<file path="src/rtl/sort_defines.svh">
`ifndef SORT_DEFINES_SVH
`define SORT_DEFINES_SVH

// ----------------------------------------
// Buffer geometry
// ----------------------------------------

// Number of entries held by the buffer
`define SORT_DEPTH 10

// Width of one stored number
`define SORT_DW 5

// ----------------------------------------
// Output stream
// ----------------------------------------

// Values sent per sort command, stored entries first, then zeros
`define SORT_OUT_LEN 10

`endif

</file>
<file path="src/rtl/sort_pkg.sv">
`include "sort_defines.svh"

package sort_pkg;

	// One stored number
	typedef logic [`SORT_DW-1:0] elem_t;

	// Fill count or index, covers 0 to depth inclusive
	typedef logic [$clog2(`SORT_DEPTH + 1)-1:0] cnt_t;

	// Store commands, one per cycle at most
	typedef enum logic [2:0] {
		CMD_NONE,
		CMD_PUSH,
		CMD_POP_NEW,
		CMD_POP_OLD,
		CMD_SORT,
		CMD_CLEAR
	} store_cmd_e;

	// Controller phases
	typedef enum logic [1:0] {
		PH_IDLE,
		PH_COLLECT,
		PH_SORT,
		PH_OUTPUT
	} phase_e;

	// Whole array, index 0 holds the oldest / largest entry
	typedef elem_t [`SORT_DEPTH-1:0] entries_t;

endpackage

</file>
<file path="src/rtl/store_if.sv">
`timescale 1ns/100ps

interface store_if;

	// Command and payload from the controller
	sort_pkg::store_cmd_e cmd;
	sort_pkg::elem_t      push_data;
	// 0 = even pairs (0-1, 2-3 ...), 1 = odd pairs (1-2, 3-4 ...)
	logic                 parity;

	// Store state, valid entries sit below count
	sort_pkg::cnt_t       count;
	sort_pkg::entries_t   entries;

	// Array after one compare-swap pass
	sort_pkg::entries_t   sorted;

	// Controller issues commands, watches the fill count
	modport ctrl (output cmd, output push_data, output parity, input count);

	// Store applies commands on the clock edge
	modport store (input cmd, input push_data, input sorted, output count, output entries);

	// Pass sorter is combinational over the live array
	modport sorter (input parity, input count, input entries, output sorted);

	// Output streamer reads the array only
	modport reader (input entries);

endinterface

</file>
<file path="src/rtl/elem_store.sv">
`timescale 1ns/100ps

`include "sort_defines.svh"

module elem_store (
	input  logic  clk,
	input  logic  rst_n,
	store_if.store bus
);

	sort_pkg::entries_t entries_q;
	sort_pkg::cnt_t     count_q;
	logic               full;
	logic               empty;

	assign full        = (count_q == sort_pkg::cnt_t'(`SORT_DEPTH));
	assign empty       = (count_q == '0);
	assign bus.count   = count_q;
	assign bus.entries = entries_q;

	// ----------------------------------------
	// Array update
	// ----------------------------------------

	// Slots at count and above stay zero at all times
	always_ff @(posedge clk or negedge rst_n) begin
		if (!rst_n) begin
			entries_q <= '0;
			count_q   <= '0;
		end else begin
			case (bus.cmd)
				sort_pkg::CMD_PUSH: begin
					// Push to a full buffer dropped
					if (!full) begin
						entries_q[count_q] <= bus.push_data;
						count_q            <= count_q + sort_pkg::cnt_t'(1);
					end
				end
				sort_pkg::CMD_POP_NEW: begin
					// Stack pop, newest sits at count-1
					if (!empty) begin
						entries_q[count_q - sort_pkg::cnt_t'(1)] <= '0;
						count_q <= count_q - sort_pkg::cnt_t'(1);
					end
				end
				sort_pkg::CMD_POP_OLD: begin
					// Queue pop, everything moves down one slot
					if (!empty) begin
						entries_q <= {sort_pkg::elem_t'(0), entries_q[`SORT_DEPTH-1:1]};
						count_q   <= count_q - sort_pkg::cnt_t'(1);
					end
				end
				sort_pkg::CMD_SORT: begin
					entries_q <= bus.sorted;
				end
				sort_pkg::CMD_CLEAR: begin
					entries_q <= '0;
					count_q   <= '0;
				end
				default: begin
					// Hold
					entries_q <= entries_q;
				end
			endcase
		end
	end

endmodule

</file>
<file path="src/rtl/oddeven_stage.sv">
`timescale 1ns/100ps

`include "sort_defines.svh"

module oddeven_stage (
	store_if.sorter bus
);

	// ----------------------------------------
	// One compare-swap pass
	// ----------------------------------------

	// Pairs are disjoint within a pass, so each reads the old array
	always_comb begin
		bus.sorted = bus.entries;
		for (int i = 0; i < `SORT_DEPTH - 1; i++) begin
			// Pair start must match parity, both slots valid
			if ((i % 2) == bus.parity && (i + 1) < bus.count) begin
				// Larger value moves toward index 0
				if (bus.entries[i] < bus.entries[i+1]) begin
					bus.sorted[i]   = bus.entries[i+1];
					bus.sorted[i+1] = bus.entries[i];
				end
			end
		end
	end

endmodule

</file>
<file path="src/rtl/out_streamer.sv">
`timescale 1ns/100ps

`include "sort_defines.svh"

module out_streamer (
	input  logic             clk,
	input  logic             rst_n,
	input  sort_pkg::phase_e phase,
	store_if.reader          bus,
	output logic             out_valid,
	output sort_pkg::elem_t  out,
	output logic             stream_done
);

	localparam int IDX_W = $clog2(`SORT_OUT_LEN);

	logic [IDX_W-1:0] idx;
	logic             streaming;

	assign streaming   = (phase == sort_pkg::PH_OUTPUT);
	// Controller clears the store on this edge
	assign stream_done = streaming && (idx == IDX_W'(`SORT_OUT_LEN - 1));

	// Registered stream, zeros past the array end
	always_ff @(posedge clk or negedge rst_n) begin
		if (!rst_n) begin
			idx       <= '0;
			out_valid <= 1'b0;
			out       <= '0;
		end else if (streaming) begin
			idx       <= idx + IDX_W'(1);
			out_valid <= 1'b1;
			out       <= (idx < `SORT_DEPTH) ? bus.entries[idx] : '0;
		end else begin
			idx       <= '0;
			out_valid <= 1'b0;
			out       <= '0;
		end
	end

endmodule

</file>
<file path="src/rtl/sort_ctrl.sv">
`timescale 1ns/100ps

module sort_ctrl (
	input  logic                clk,
	input  logic                rst_n,
	input  logic                in_valid1,
	input  logic                in_valid2,
	input  logic                mode,
	input  logic [1:0]          op,
	input  sort_pkg::elem_t     in,
	input  logic                stream_done,
	store_if.ctrl               bus,
	output sort_pkg::phase_e    phase
);

	sort_pkg::phase_e     phase_nxt;
	sort_pkg::store_cmd_e cmd;
	sort_pkg::cnt_t       pass_cnt;
	sort_pkg::cnt_t       passes_needed;
	logic                 mode_q;
	logic                 last_pass;

	// ----------------------------------------
	// Pass bookkeeping
	// ----------------------------------------

	// Empty buffer still spends one pass
	assign passes_needed = (bus.count == '0) ? sort_pkg::cnt_t'(1) : bus.count;
	assign last_pass     = (pass_cnt == passes_needed - sort_pkg::cnt_t'(1));

	// Even pass first, then alternate
	assign bus.parity    = pass_cnt[0];
	assign bus.push_data = in;
	assign bus.cmd       = cmd;

	// ----------------------------------------
	// Phase FSM
	// ----------------------------------------

	always_comb begin
		phase_nxt = phase;
		cmd       = sort_pkg::CMD_NONE;
		case (phase)
			sort_pkg::PH_IDLE: begin
				phase_nxt = sort_pkg::PH_COLLECT;
			end
			sort_pkg::PH_COLLECT: begin
				if (in_valid1) begin
					case (op)
						2'd0: cmd = mode_q ? sort_pkg::CMD_POP_OLD : sort_pkg::CMD_POP_NEW;
						2'd1: cmd = sort_pkg::CMD_PUSH;
						2'd2: phase_nxt = sort_pkg::PH_SORT;
						// Op 3 does nothing
						default: cmd = sort_pkg::CMD_NONE;
					endcase
				end
			end
			sort_pkg::PH_SORT: begin
				cmd = sort_pkg::CMD_SORT;
				if (last_pass)
					phase_nxt = sort_pkg::PH_OUTPUT;
			end
			sort_pkg::PH_OUTPUT: begin
				// Buffer empties on the last streamed value
				if (stream_done) begin
					cmd       = sort_pkg::CMD_CLEAR;
					phase_nxt = sort_pkg::PH_IDLE;
				end
			end
			default: phase_nxt = sort_pkg::PH_IDLE;
		endcase
	end

	always_ff @(posedge clk or negedge rst_n) begin
		if (!rst_n) begin
			phase    <= sort_pkg::PH_COLLECT;
			mode_q   <= 1'b0;
			pass_cnt <= '0;
		end else begin
			phase <= phase_nxt;
			// Mode only taken while collecting, a pop sees the previous value
			if (in_valid2 && phase == sort_pkg::PH_COLLECT)
				mode_q <= mode;
			if (phase == sort_pkg::PH_SORT)
				pass_cnt <= pass_cnt + sort_pkg::cnt_t'(1);
			else
				pass_cnt <= '0;
		end
	end

endmodule

</file>
<file path="src/rtl/sort_top.sv">
`timescale 1ns/100ps

module sort_top (
	input  logic            clk,
	input  logic            rst_n,
	input  logic            in_valid1,
	input  logic            in_valid2,
	input  logic            mode,
	input  logic [1:0]      op,
	input  sort_pkg::elem_t in,
	output logic            out_valid,
	output sort_pkg::elem_t out
);

	sort_pkg::phase_e phase;
	logic             stream_done;

	// Shared element store link
	store_if bus ();

	// Phase FSM, command source for the store
	sort_ctrl i_ctrl (
		.clk         (clk),
		.rst_n       (rst_n),
		.in_valid1   (in_valid1),
		.in_valid2   (in_valid2),
		.mode        (mode),
		.op          (op),
		.in          (in),
		.stream_done (stream_done),
		.bus         (bus.ctrl),
		.phase       (phase)
	);

	elem_store i_store (
		.clk   (clk),
		.rst_n (rst_n),
		.bus   (bus.store)
	);

	oddeven_stage i_stage (
		.bus (bus.sorter)
	);

	out_streamer i_stream (
		.clk         (clk),
		.rst_n       (rst_n),
		.phase       (phase),
		.bus         (bus.reader),
		.out_valid   (out_valid),
		.out         (out),
		.stream_done (stream_done)
	);

endmodule

</file>
<file path="config.mk">
export PLATFORM = sky130hd
export DESIGN_NAME = sort_top
export DESIGN_NICKNAME = d
export VERILOG_FILES = /design/src/rtl/sort_pkg.sv /design/src/rtl/store_if.sv /design/src/rtl/elem_store.sv /design/src/rtl/oddeven_stage.sv /design/src/rtl/out_streamer.sv /design/src/rtl/sort_ctrl.sv /design/src/rtl/sort_top.sv
export VERILOG_INCLUDE_DIRS = /design/src /design/src/rtl
export SDC_FILE = /design/constraint.sdc
export NUM_CORES = 1
export LEC_CHECK = 0
export BUFFER_PORTS_ARGS = -buffer_cell sky130_fd_sc_hd__buf_4
export CORE_MARGIN = 2
export CORE_UTILIZATION = 50
export DETAILED_ROUTE_END_ITERATION = 6
export GPL_TIMING_DRIVEN = 0
export PLACE_DENSITY = 0.78
export REMOVE_ABC_BUFFERS = 1
export SLEW_MARGIN = 20
export SYNTH_ARGS = -nofsm -noshare
export SYNTH_HDL_FRONTEND = slang
export SYNTH_SLANG_ARGS = --single-unit
</file>
<file path="constraint.sdc">
create_clock -name clk -period 4.5 [get_ports clk]
set_input_delay 1.125 -clock clk [delete_from_list [all_inputs] [get_ports clk]]
set_output_delay 1.125 -clock clk [all_outputs]
set_load 0.005 [all_outputs]
</file>
Word-level counts from Yosys, hierarchy flattened
Cells that the tools add are included.
{"block": "classes", "addsub": 5, "order_cmp": 24, "eq_ne": 25, "n_mux": 48, "bitwise_logic": 3, "n_reduce_logical": 24}
{"cell": "one-hot mux 50 bit (5 select lines)", "count": 1}
{"cell": "2-to-1 mux 10 bit", "count": 18}
{"cell": "2-to-1 mux 50 bit", "count": 3}
{"cell": "bitwise AND 50 bit", "count": 1}
{"cell": "bitwise mux 50 bit", "count": 1}
{"cell": "NOT 50 bit", "count": 1}
{"cell": "< comparator 5 bit", "count": 9}
{"cell": "demux 5 bit (select 4 bit)", "count": 2}
{"cell": "2-to-1 mux 5 bit", "count": 5}
{"cell": "binary-select mux 5 bit (select 4 bit)", "count": 1}
{"cell": "2-to-1 mux 4 bit", "count": 5}
{"cell": "< comparator 3 x 4 -> 1 bit, first input constant", "count": 4}
{"cell": "< comparator 4 x 5 -> 1 bit, second input constant", "count": 3}
{"cell": "inequality test 2 bit, second input constant", "count": 7}
{"cell": "logical AND 1 bit", "count": 13}
{"cell": "adder 4 x 1 -> 4 bit, second input constant", "count": 3}
{"cell": "one-hot mux 4 bit (3 select lines)", "count": 1}
{"cell": "AND reduction 6 bit", "count": 2}
{"cell": "inequality test 2 x 1 -> 1 bit, second input constant", "count": 5}
{"cell": "one-hot mux 3 bit (3 select lines)", "count": 1}
{"cell": "== test 4 bit, second input constant", "count": 2}
{"cell": ">= comparator 4 x 1 -> 1 bit, second input constant", "count": 2}
{"cell": "< comparator 2 x 4 -> 1 bit, first input constant", "count": 2}
{"cell": "< comparator 4 bit, first input constant", "count": 2}
{"cell": "22 further kinds", "count": 35}
{"block": "word_totals", "regBits": 71, "output_inout_bits": 6}

Longest topological paths before layout
Gate-level depths: netlist of run 1.
{"block": "depth", "word_depth": 20, "depth_mapped": 12}

Cells and area by module
A second synthesis of run 1 with hierarchy kept.
{"block": "unflattened", "hier_cells": 743, "hier_area_um2": 6869.1}
{"module": "elem_store", "instances": 1, "cells_per_inst": 324, "area_each_um2": 3458.3}
{"module": "oddeven_stage", "instances": 1, "cells_per_inst": 279, "area_each_um2": 1960.6}
{"module": "out_streamer", "instances": 1, "cells_per_inst": 80, "area_each_um2": 857.1}
{"module": "sort_ctrl", "instances": 1, "cells_per_inst": 60, "area_each_um2": 593.1}

Least setup slack after synthesis of run 1
Ideal clock, no wire load.
{"block": "synth_timing", "path_kind": "input -> register", "from": "in op[1]", "to": "reg with a tool-made name", "setup_time_ns": 0.128, "arrival_ns": 2.923, "required_time_ns": 4.372, "slack_ns": 1.449, "path_stages": 8, "n_path_buf": 1, "path_cell_list": "or3b_1 -> buf_2 -> a2111oi_4 -> a211oi_1 -> a21oi_4 -> nand2_1 -> a211o_1 -> o2bb2ai_1"}
{"item": "from (decl)", "line_no": "sort_top.sv:9", "rtl": "input logic [1:0] op,"}

==> results.cfg, run 1 <==
[critical_path]
crit_path_cell_trace = ha_1, and4b_1, a21oi_1, nand2_2, nand2_2, nor3b_2, a221oi_1, o2bb2ai_1
cp_top_family = simple AND/OR/NAND/NOR gates
cp.buffers_inverters = 0
path_class = reg2reg
crit_required_ps = 4770
arrival_ps = 4060
crit_slowest_cell = dfrtp_1
crit_fanout = 19
rr_startpoint = i_stream.idx[0]
end_kind = flip-flop
reg2regPathDepth = 8
crit_top_cell = nand2_2
max_stage_delay_ps = 1000
r2r_slack_ps = 710
startpoint_type = flip-flop

[sta]
fmax_mhz = 264.0
timing.final.crit_share = 0.8418
finClkSkew_ps = 4.589
relSlewSlack = 0.2928
finalCriticalPeriod_ps = 3788
worst_slew_pin_slew_ps = 1056
setup_viol = 0
rsz0062_at_grt = no
whs_ps = 515.2
drv_slew = 0
finalHoldViolCount = 0
fin_ws_ps = 712.1

[logic_synthesis]
yosysSeqAreaShare = 0.2885
syn_area_mm2 = 0.006162
yosys_warnings = 0
synthFlopType = dfrtp_1
ys_types = 68
synth-edff-count = 0
synth_cells = 663
syn_avg_cell_area_um2 = 9.294
async_flop_share = 1.000
synth-seq-cells = 71

[floorplan]
die_w_um = 115.0
chipHeight_um = 115.0
core_mm2 = 0.01201
initial_core_util = 0.5130
ios = 18
rows = 40
dieArea_mm2 = 0.01323

[placement]
dpl.hpwl_um = 12950
pre_cts_ws_ps = 660.1
routabilityCongestion = 0.9331
numPortBuffers = 17
place_inst = 796

[clocking]
cts.repair.resized = 0
postCtsHoldBufs = 0
htreeDepth = 3
cts.sinks = 71
worstSkewPairLatency_ps = 350
cts-buffers-inserted = 9
cts_root_buf = clkbuf_16
cts_tree = done
postCtsSetupBuffers = 0
clk_path_buf_depth = 2
clk_pin_slew_ps = 50

[route]
drcViolationCount = 0
drtIter0Drc = 702
ant_nets = 0
dr.pass1.iters = 6
viasPerCell = 7.111
routed_wl_um = 18200
dr_total_vias = 5774
post_drt_wl_per_cell_um = 22.41

[final_layout]
layout.nets = 722
area_growth_pct = 9.076
num_antenna_cells = 0
final_cell_mix = 70 x dfrtp_1, 49 x ha_1, 48 x mux2i_1, 47 x inv_1, 39 x o21ai_0
fin_cells = 812
drive_gt1_frac = 0.1173
multi_input_area_mm2 = 0.004084
fill_cells = 1016
layout_commonest_cell = dfrtp_1
seqCellArea_mm2 = 0.001778

[grt]
grt_overflow_total = 0
grt_pass1_wl_um = 29550
antenna_found_initial = 0
grt_pass1_vias = 5819
grtUsageTotal = 0.2834
grt_max_degree = 72

[hold_path]
min_path_type = reg2reg
hold_depth = 1
hold_end = i_ctrl.mode_q
min-delay-start = i_ctrl.mode_q

[pwr]
powerDensity_mw_per_mm2 = 652.3
p_leak_nw = 2.779
p_total_w = 0.004385
ir_drop_uv = 243.7

[run_status]
outcome = complete, no violations

[job]
maxCapViolations = 0
==> worst reg2reg max path: stages (launching register included) <==
cell and delay [ps]:
dfrtp_1 1000, ha_1 340, and4b_1 300, a21oi_1 210
nand2_2 230, nand2_2 240, nor3b_2 930, a221oi_1 270
o2bb2ai_1 200
==> per-layer routing <==
metal | global-route usage | wire length (um)
met5 | 0 | 0
met3 | 0.05799 | 1376
met2 | 0.4490 | 8586
met4 | 0.1711 | 856
met1 | 0.3570 | 7378
==> stage by stage <==
stage,TNS (ps),area (um2),utilization
final,0,6721,0.5596
after detailed placement,0,6401,0.5329
after global placement,-56770,6322,0.5264
after global routing,0,6721,0.5596
after floorplan,0,6011,-
after CTS,0,6704,0.5581
==> final cells by class <==
cell class | instances | area share
multi-input cells | 508 | 0.6076
flip-flops and latches | 71 | 0.2645
clock buffers | 13 | 0.03872
repair buffers | 22 | 0.02867
well taps | 147 | 0.02736
inverters | 48 | 0.02681
clock inverters | 3 | 0.006329
==> worst max-delay path by stage <==
stage,from,endpoint,slack [ps],cells past startpoint
4_1_cts,i_stream.idx[0],flip-flop,780,8
6_report,i_stream.idx[0],flip-flop,710,8
2_1_floorplan,op[1],flip-flop,70,5
3_3_place_gp,op[1],flip-flop,-1490,6
5_1_grt,i_stream.idx[0],flip-flop,550,8
3_5_place_dp,op[1],flip-flop,660,8
==> cell usage after synthesis (all sizes together) (12+ instances only) <==
master | n | area share
o21ai | 48 | 0.040
o22ai | 13 | 0.014
nand3 | 12 | 0.0097
a22oi | 12 | 0.015
o2bb2ai | 36 | 0.051
a21o | 16 | 0.019
ha | 50 | 0.10
a221oi | 28 | 0.040
dfrtp | 70 | 0.28
a21oi | 38 | 0.033
buf | 15 | 0.012
mux2i | 48 | 0.078
clkbuf | 21 | 0.013
and2 | 14 | 0.014
inv | 48 | 0.029
nor2 | 26 | 0.016
nand2b | 13 | 0.014
nand2 | 36 | 0.023
==> where the power goes <==
group,switching (W),total (W),internal (W),leakage [nW]
Combinational,0.00150,0.00247,0.000972,1.67
Sequential,0.000382,0.00118,0.000796,0.959
Clock,0.000280,0.000738,0.000459,0.146
==> logic make-up (layout without fill, tap and decap cells) <==
family	Yosys count	in the layout	share of synthesized area
AO/OA/AOI/OAI	253	253	0.3038
XOR/XNOR	9	9	0.01279
adder cells (fa/ha/maj)	50	50	0.1015
buffers and inverters	84	86	0.05381
flip-flops	71	71	0.2885
multiplexers	64	64	0.1255
AND/OR/NAND/NOR	132	132	0.1141
Note: power is estimated with default switching activity, not from simulation.
==> run 2, diff against run 1 <==
==> constraint.sdc (replaced) <==
create_clock -name clk -period 3.6 [get_ports clk]
set_input_delay 0.9 -clock clk [delete_from_list [all_inputs] [get_ports clk]]
set_output_delay 0.9 -clock clk [all_outputs]
set_load 0.005 [all_outputs]
==> results.cfg, run 2 (synthesis gave the netlist of run 1 again) <==
[placement]
routabilityCongestion = 0.9331
numPortBuffers = 17
place_inst = 796
dpl.hpwl_um = 12950
place_area_mm2 = 0.006401

[critical_path]
max_stage_delay_ps = 740
crit_slowest_cell = nor3b_4
arrival_ps = 3710
startpoint_type = flip-flop
crit_required_ps = 3870
end_kind = flip-flop
path_class = reg2reg
r2r_slack_ps = 160
crit_fanout = 12
crit_path_cell_trace = inv_1, ha_1, or3b_1, nand2b_4, nand3_1, nand2_2, nor3b_4, a221oi_1, o2bb2ai_1

[job]
maxCapViolations = 0

[final_layout]
final_cell_mix = 68 x dfrtp_1, 49 x ha_1, 48 x mux2i_1, 47 x inv_1, 39 x o21ai_0
layout.nets = 722
area_growth_pct = 9.584
final_cell_area_mm2 = 0.006753
layout_commonest_cell = dfrtp_1
drive_gt1_frac = 0.1218
num_antenna_cells = 0
fin_cells = 812
utilization = 0.5622

[pwr]
p_leak_nw = 2.778
ir_drop_uv = 329.3
powerDensity_mw_per_mm2 = 814.9
p_total_w = 0.005503

[clocking]
worstSkewPairLatency_ps = 350
cts_tree = done
postCtsSetupBuffers = 0
cts-buffers-inserted = 9
cts_root_buf = clkbuf_16
cts.sinks = 71
clk_pin_slew_ps = 60
clk_path_buf_depth = 2
htreeDepth = 3
postCtsHoldBufs = 0

[floorplan]
initial_core_util = 0.5130
rows = 40
ios = 18
core_mm2 = 0.01201
die_w_um = 115.0
dieArea_mm2 = 0.01323
chipHeight_um = 115.0

[sta]
finalCriticalPeriod_ps = 3441
fmax_mhz = 290.6
finClkSkew_ps = 4.345
rsz0062_at_grt = no
finalHoldViolCount = 0
relSlewSlack = 0.3619
setup_viol = 0
timing.final.crit_share = 0.9557
drv_slew = 0
worst_slew_pin_slew_ps = 957.2

[route]
dr.pass1.iters = 6
ant_nets = 0
dr_total_vias = 5781
viasPerCell = 7.119
drcViolationCount = 0
routed_wl_um = 18190
drtIter0Drc = 821
post_drt_wl_per_cell_um = 22.41

[hold_path]
min_path_type = reg2reg

[grt]
antenna_found_initial = 0
grt_pass1_wl_um = 29430
grt_max_degree = 72
grtUsageTotal = 0.2833
grt_pass1_vias = 5816
grt_overflow_total = 0

[run_status]
outcome = complete, no violations
## run 2: cell types whose count changed in the layout (fill, tap and decap cells not counted)
cell     delta
dfrtp_1     -2
a21oi_2     +1
nor3b_4     +4
a21oi_1     -1
dfrtp_2     +2
nor3b_2     -4
## run 2: power breakdown
| part | switching (W) | internal [W] | leakage [nW] |
|---|---|---|---|
| Sequential | 0.000474 | 0.000997 | 0.956 |
| Clock | 0.000354 | 0.000573 | 0.146 |
| Combinational | 0.00188 | 0.00122 | 1.68 |
| Total | 0.00271 | 0.00279 | 2.78 |
## run 2: layer usage
| layer | vias to the layer above | part of all wire | wire length, um | GRT usage |
|---|---|---|---|---|
| met4 | 0 | 0.061 | 1114 | 0.1944 |
| met3 | 90 | 0.086 | 1560 | 0.05640 |
| met2 | 344 | 0.46 | 8303 | 0.4404 |
| met1 | 2788 | 0.40 | 7214 | 0.3554 |
| met5 | - | 0 | 0 | 0 |
| li1 | 2559 | - | - | - |
## run 2: final timing paths
path,endpoint,start,cells past startpoint
worst max-delay path,flip-flop,i_ctrl.phase[0],9
worst min-delay path,i_ctrl.mode_q,i_ctrl.mode_q,1
worst max register to register,flip-flop,i_ctrl.phase[0],9
worst min register to register,i_ctrl.mode_q,i_ctrl.mode_q,1
max in group asynchronous,i_stream.idx[0],rst_n,1
min in group asynchronous,asynchronous set/reset pin,rst_n,1
## run 2: per-stage QoR
step	setup TNS (ps)	hold WS [ps]	setup WS (ps)
final	0	515.3	159.4
after global routing	0	531.6	9.914
after CTS	0	516.4	62.02
after detailed placement	-440.1	503.1	-102.5
after global placement	-86710	494.4	-2164
after floorplan	-22030	473.8	-600.8
## run 2: critical path, delay by kind of cell, from the launching register on
family / cells / cell delay, ps
compound gates: 2 / 420
fa+ha+maj: 1 / 260
buf+inv: 1 / 110
flops: 1 / 620
simple gates: 5 / 1940
## run 2: timing repair
item,CTS,global route
setup endpoints to repair,10,35
hold endpoints to repair,0,0
resized for setup,3,4
## run 2: cell type report
type                       count  area, um2
fill                        1013       5259
multi-input combinational    508       4113
sequential                    71       1780
clock buffer                  13      260.3
timing repair buffer          22      192.7
tap                          147      183.9
inverter                      48      180.2
clock inverter                 3      42.54
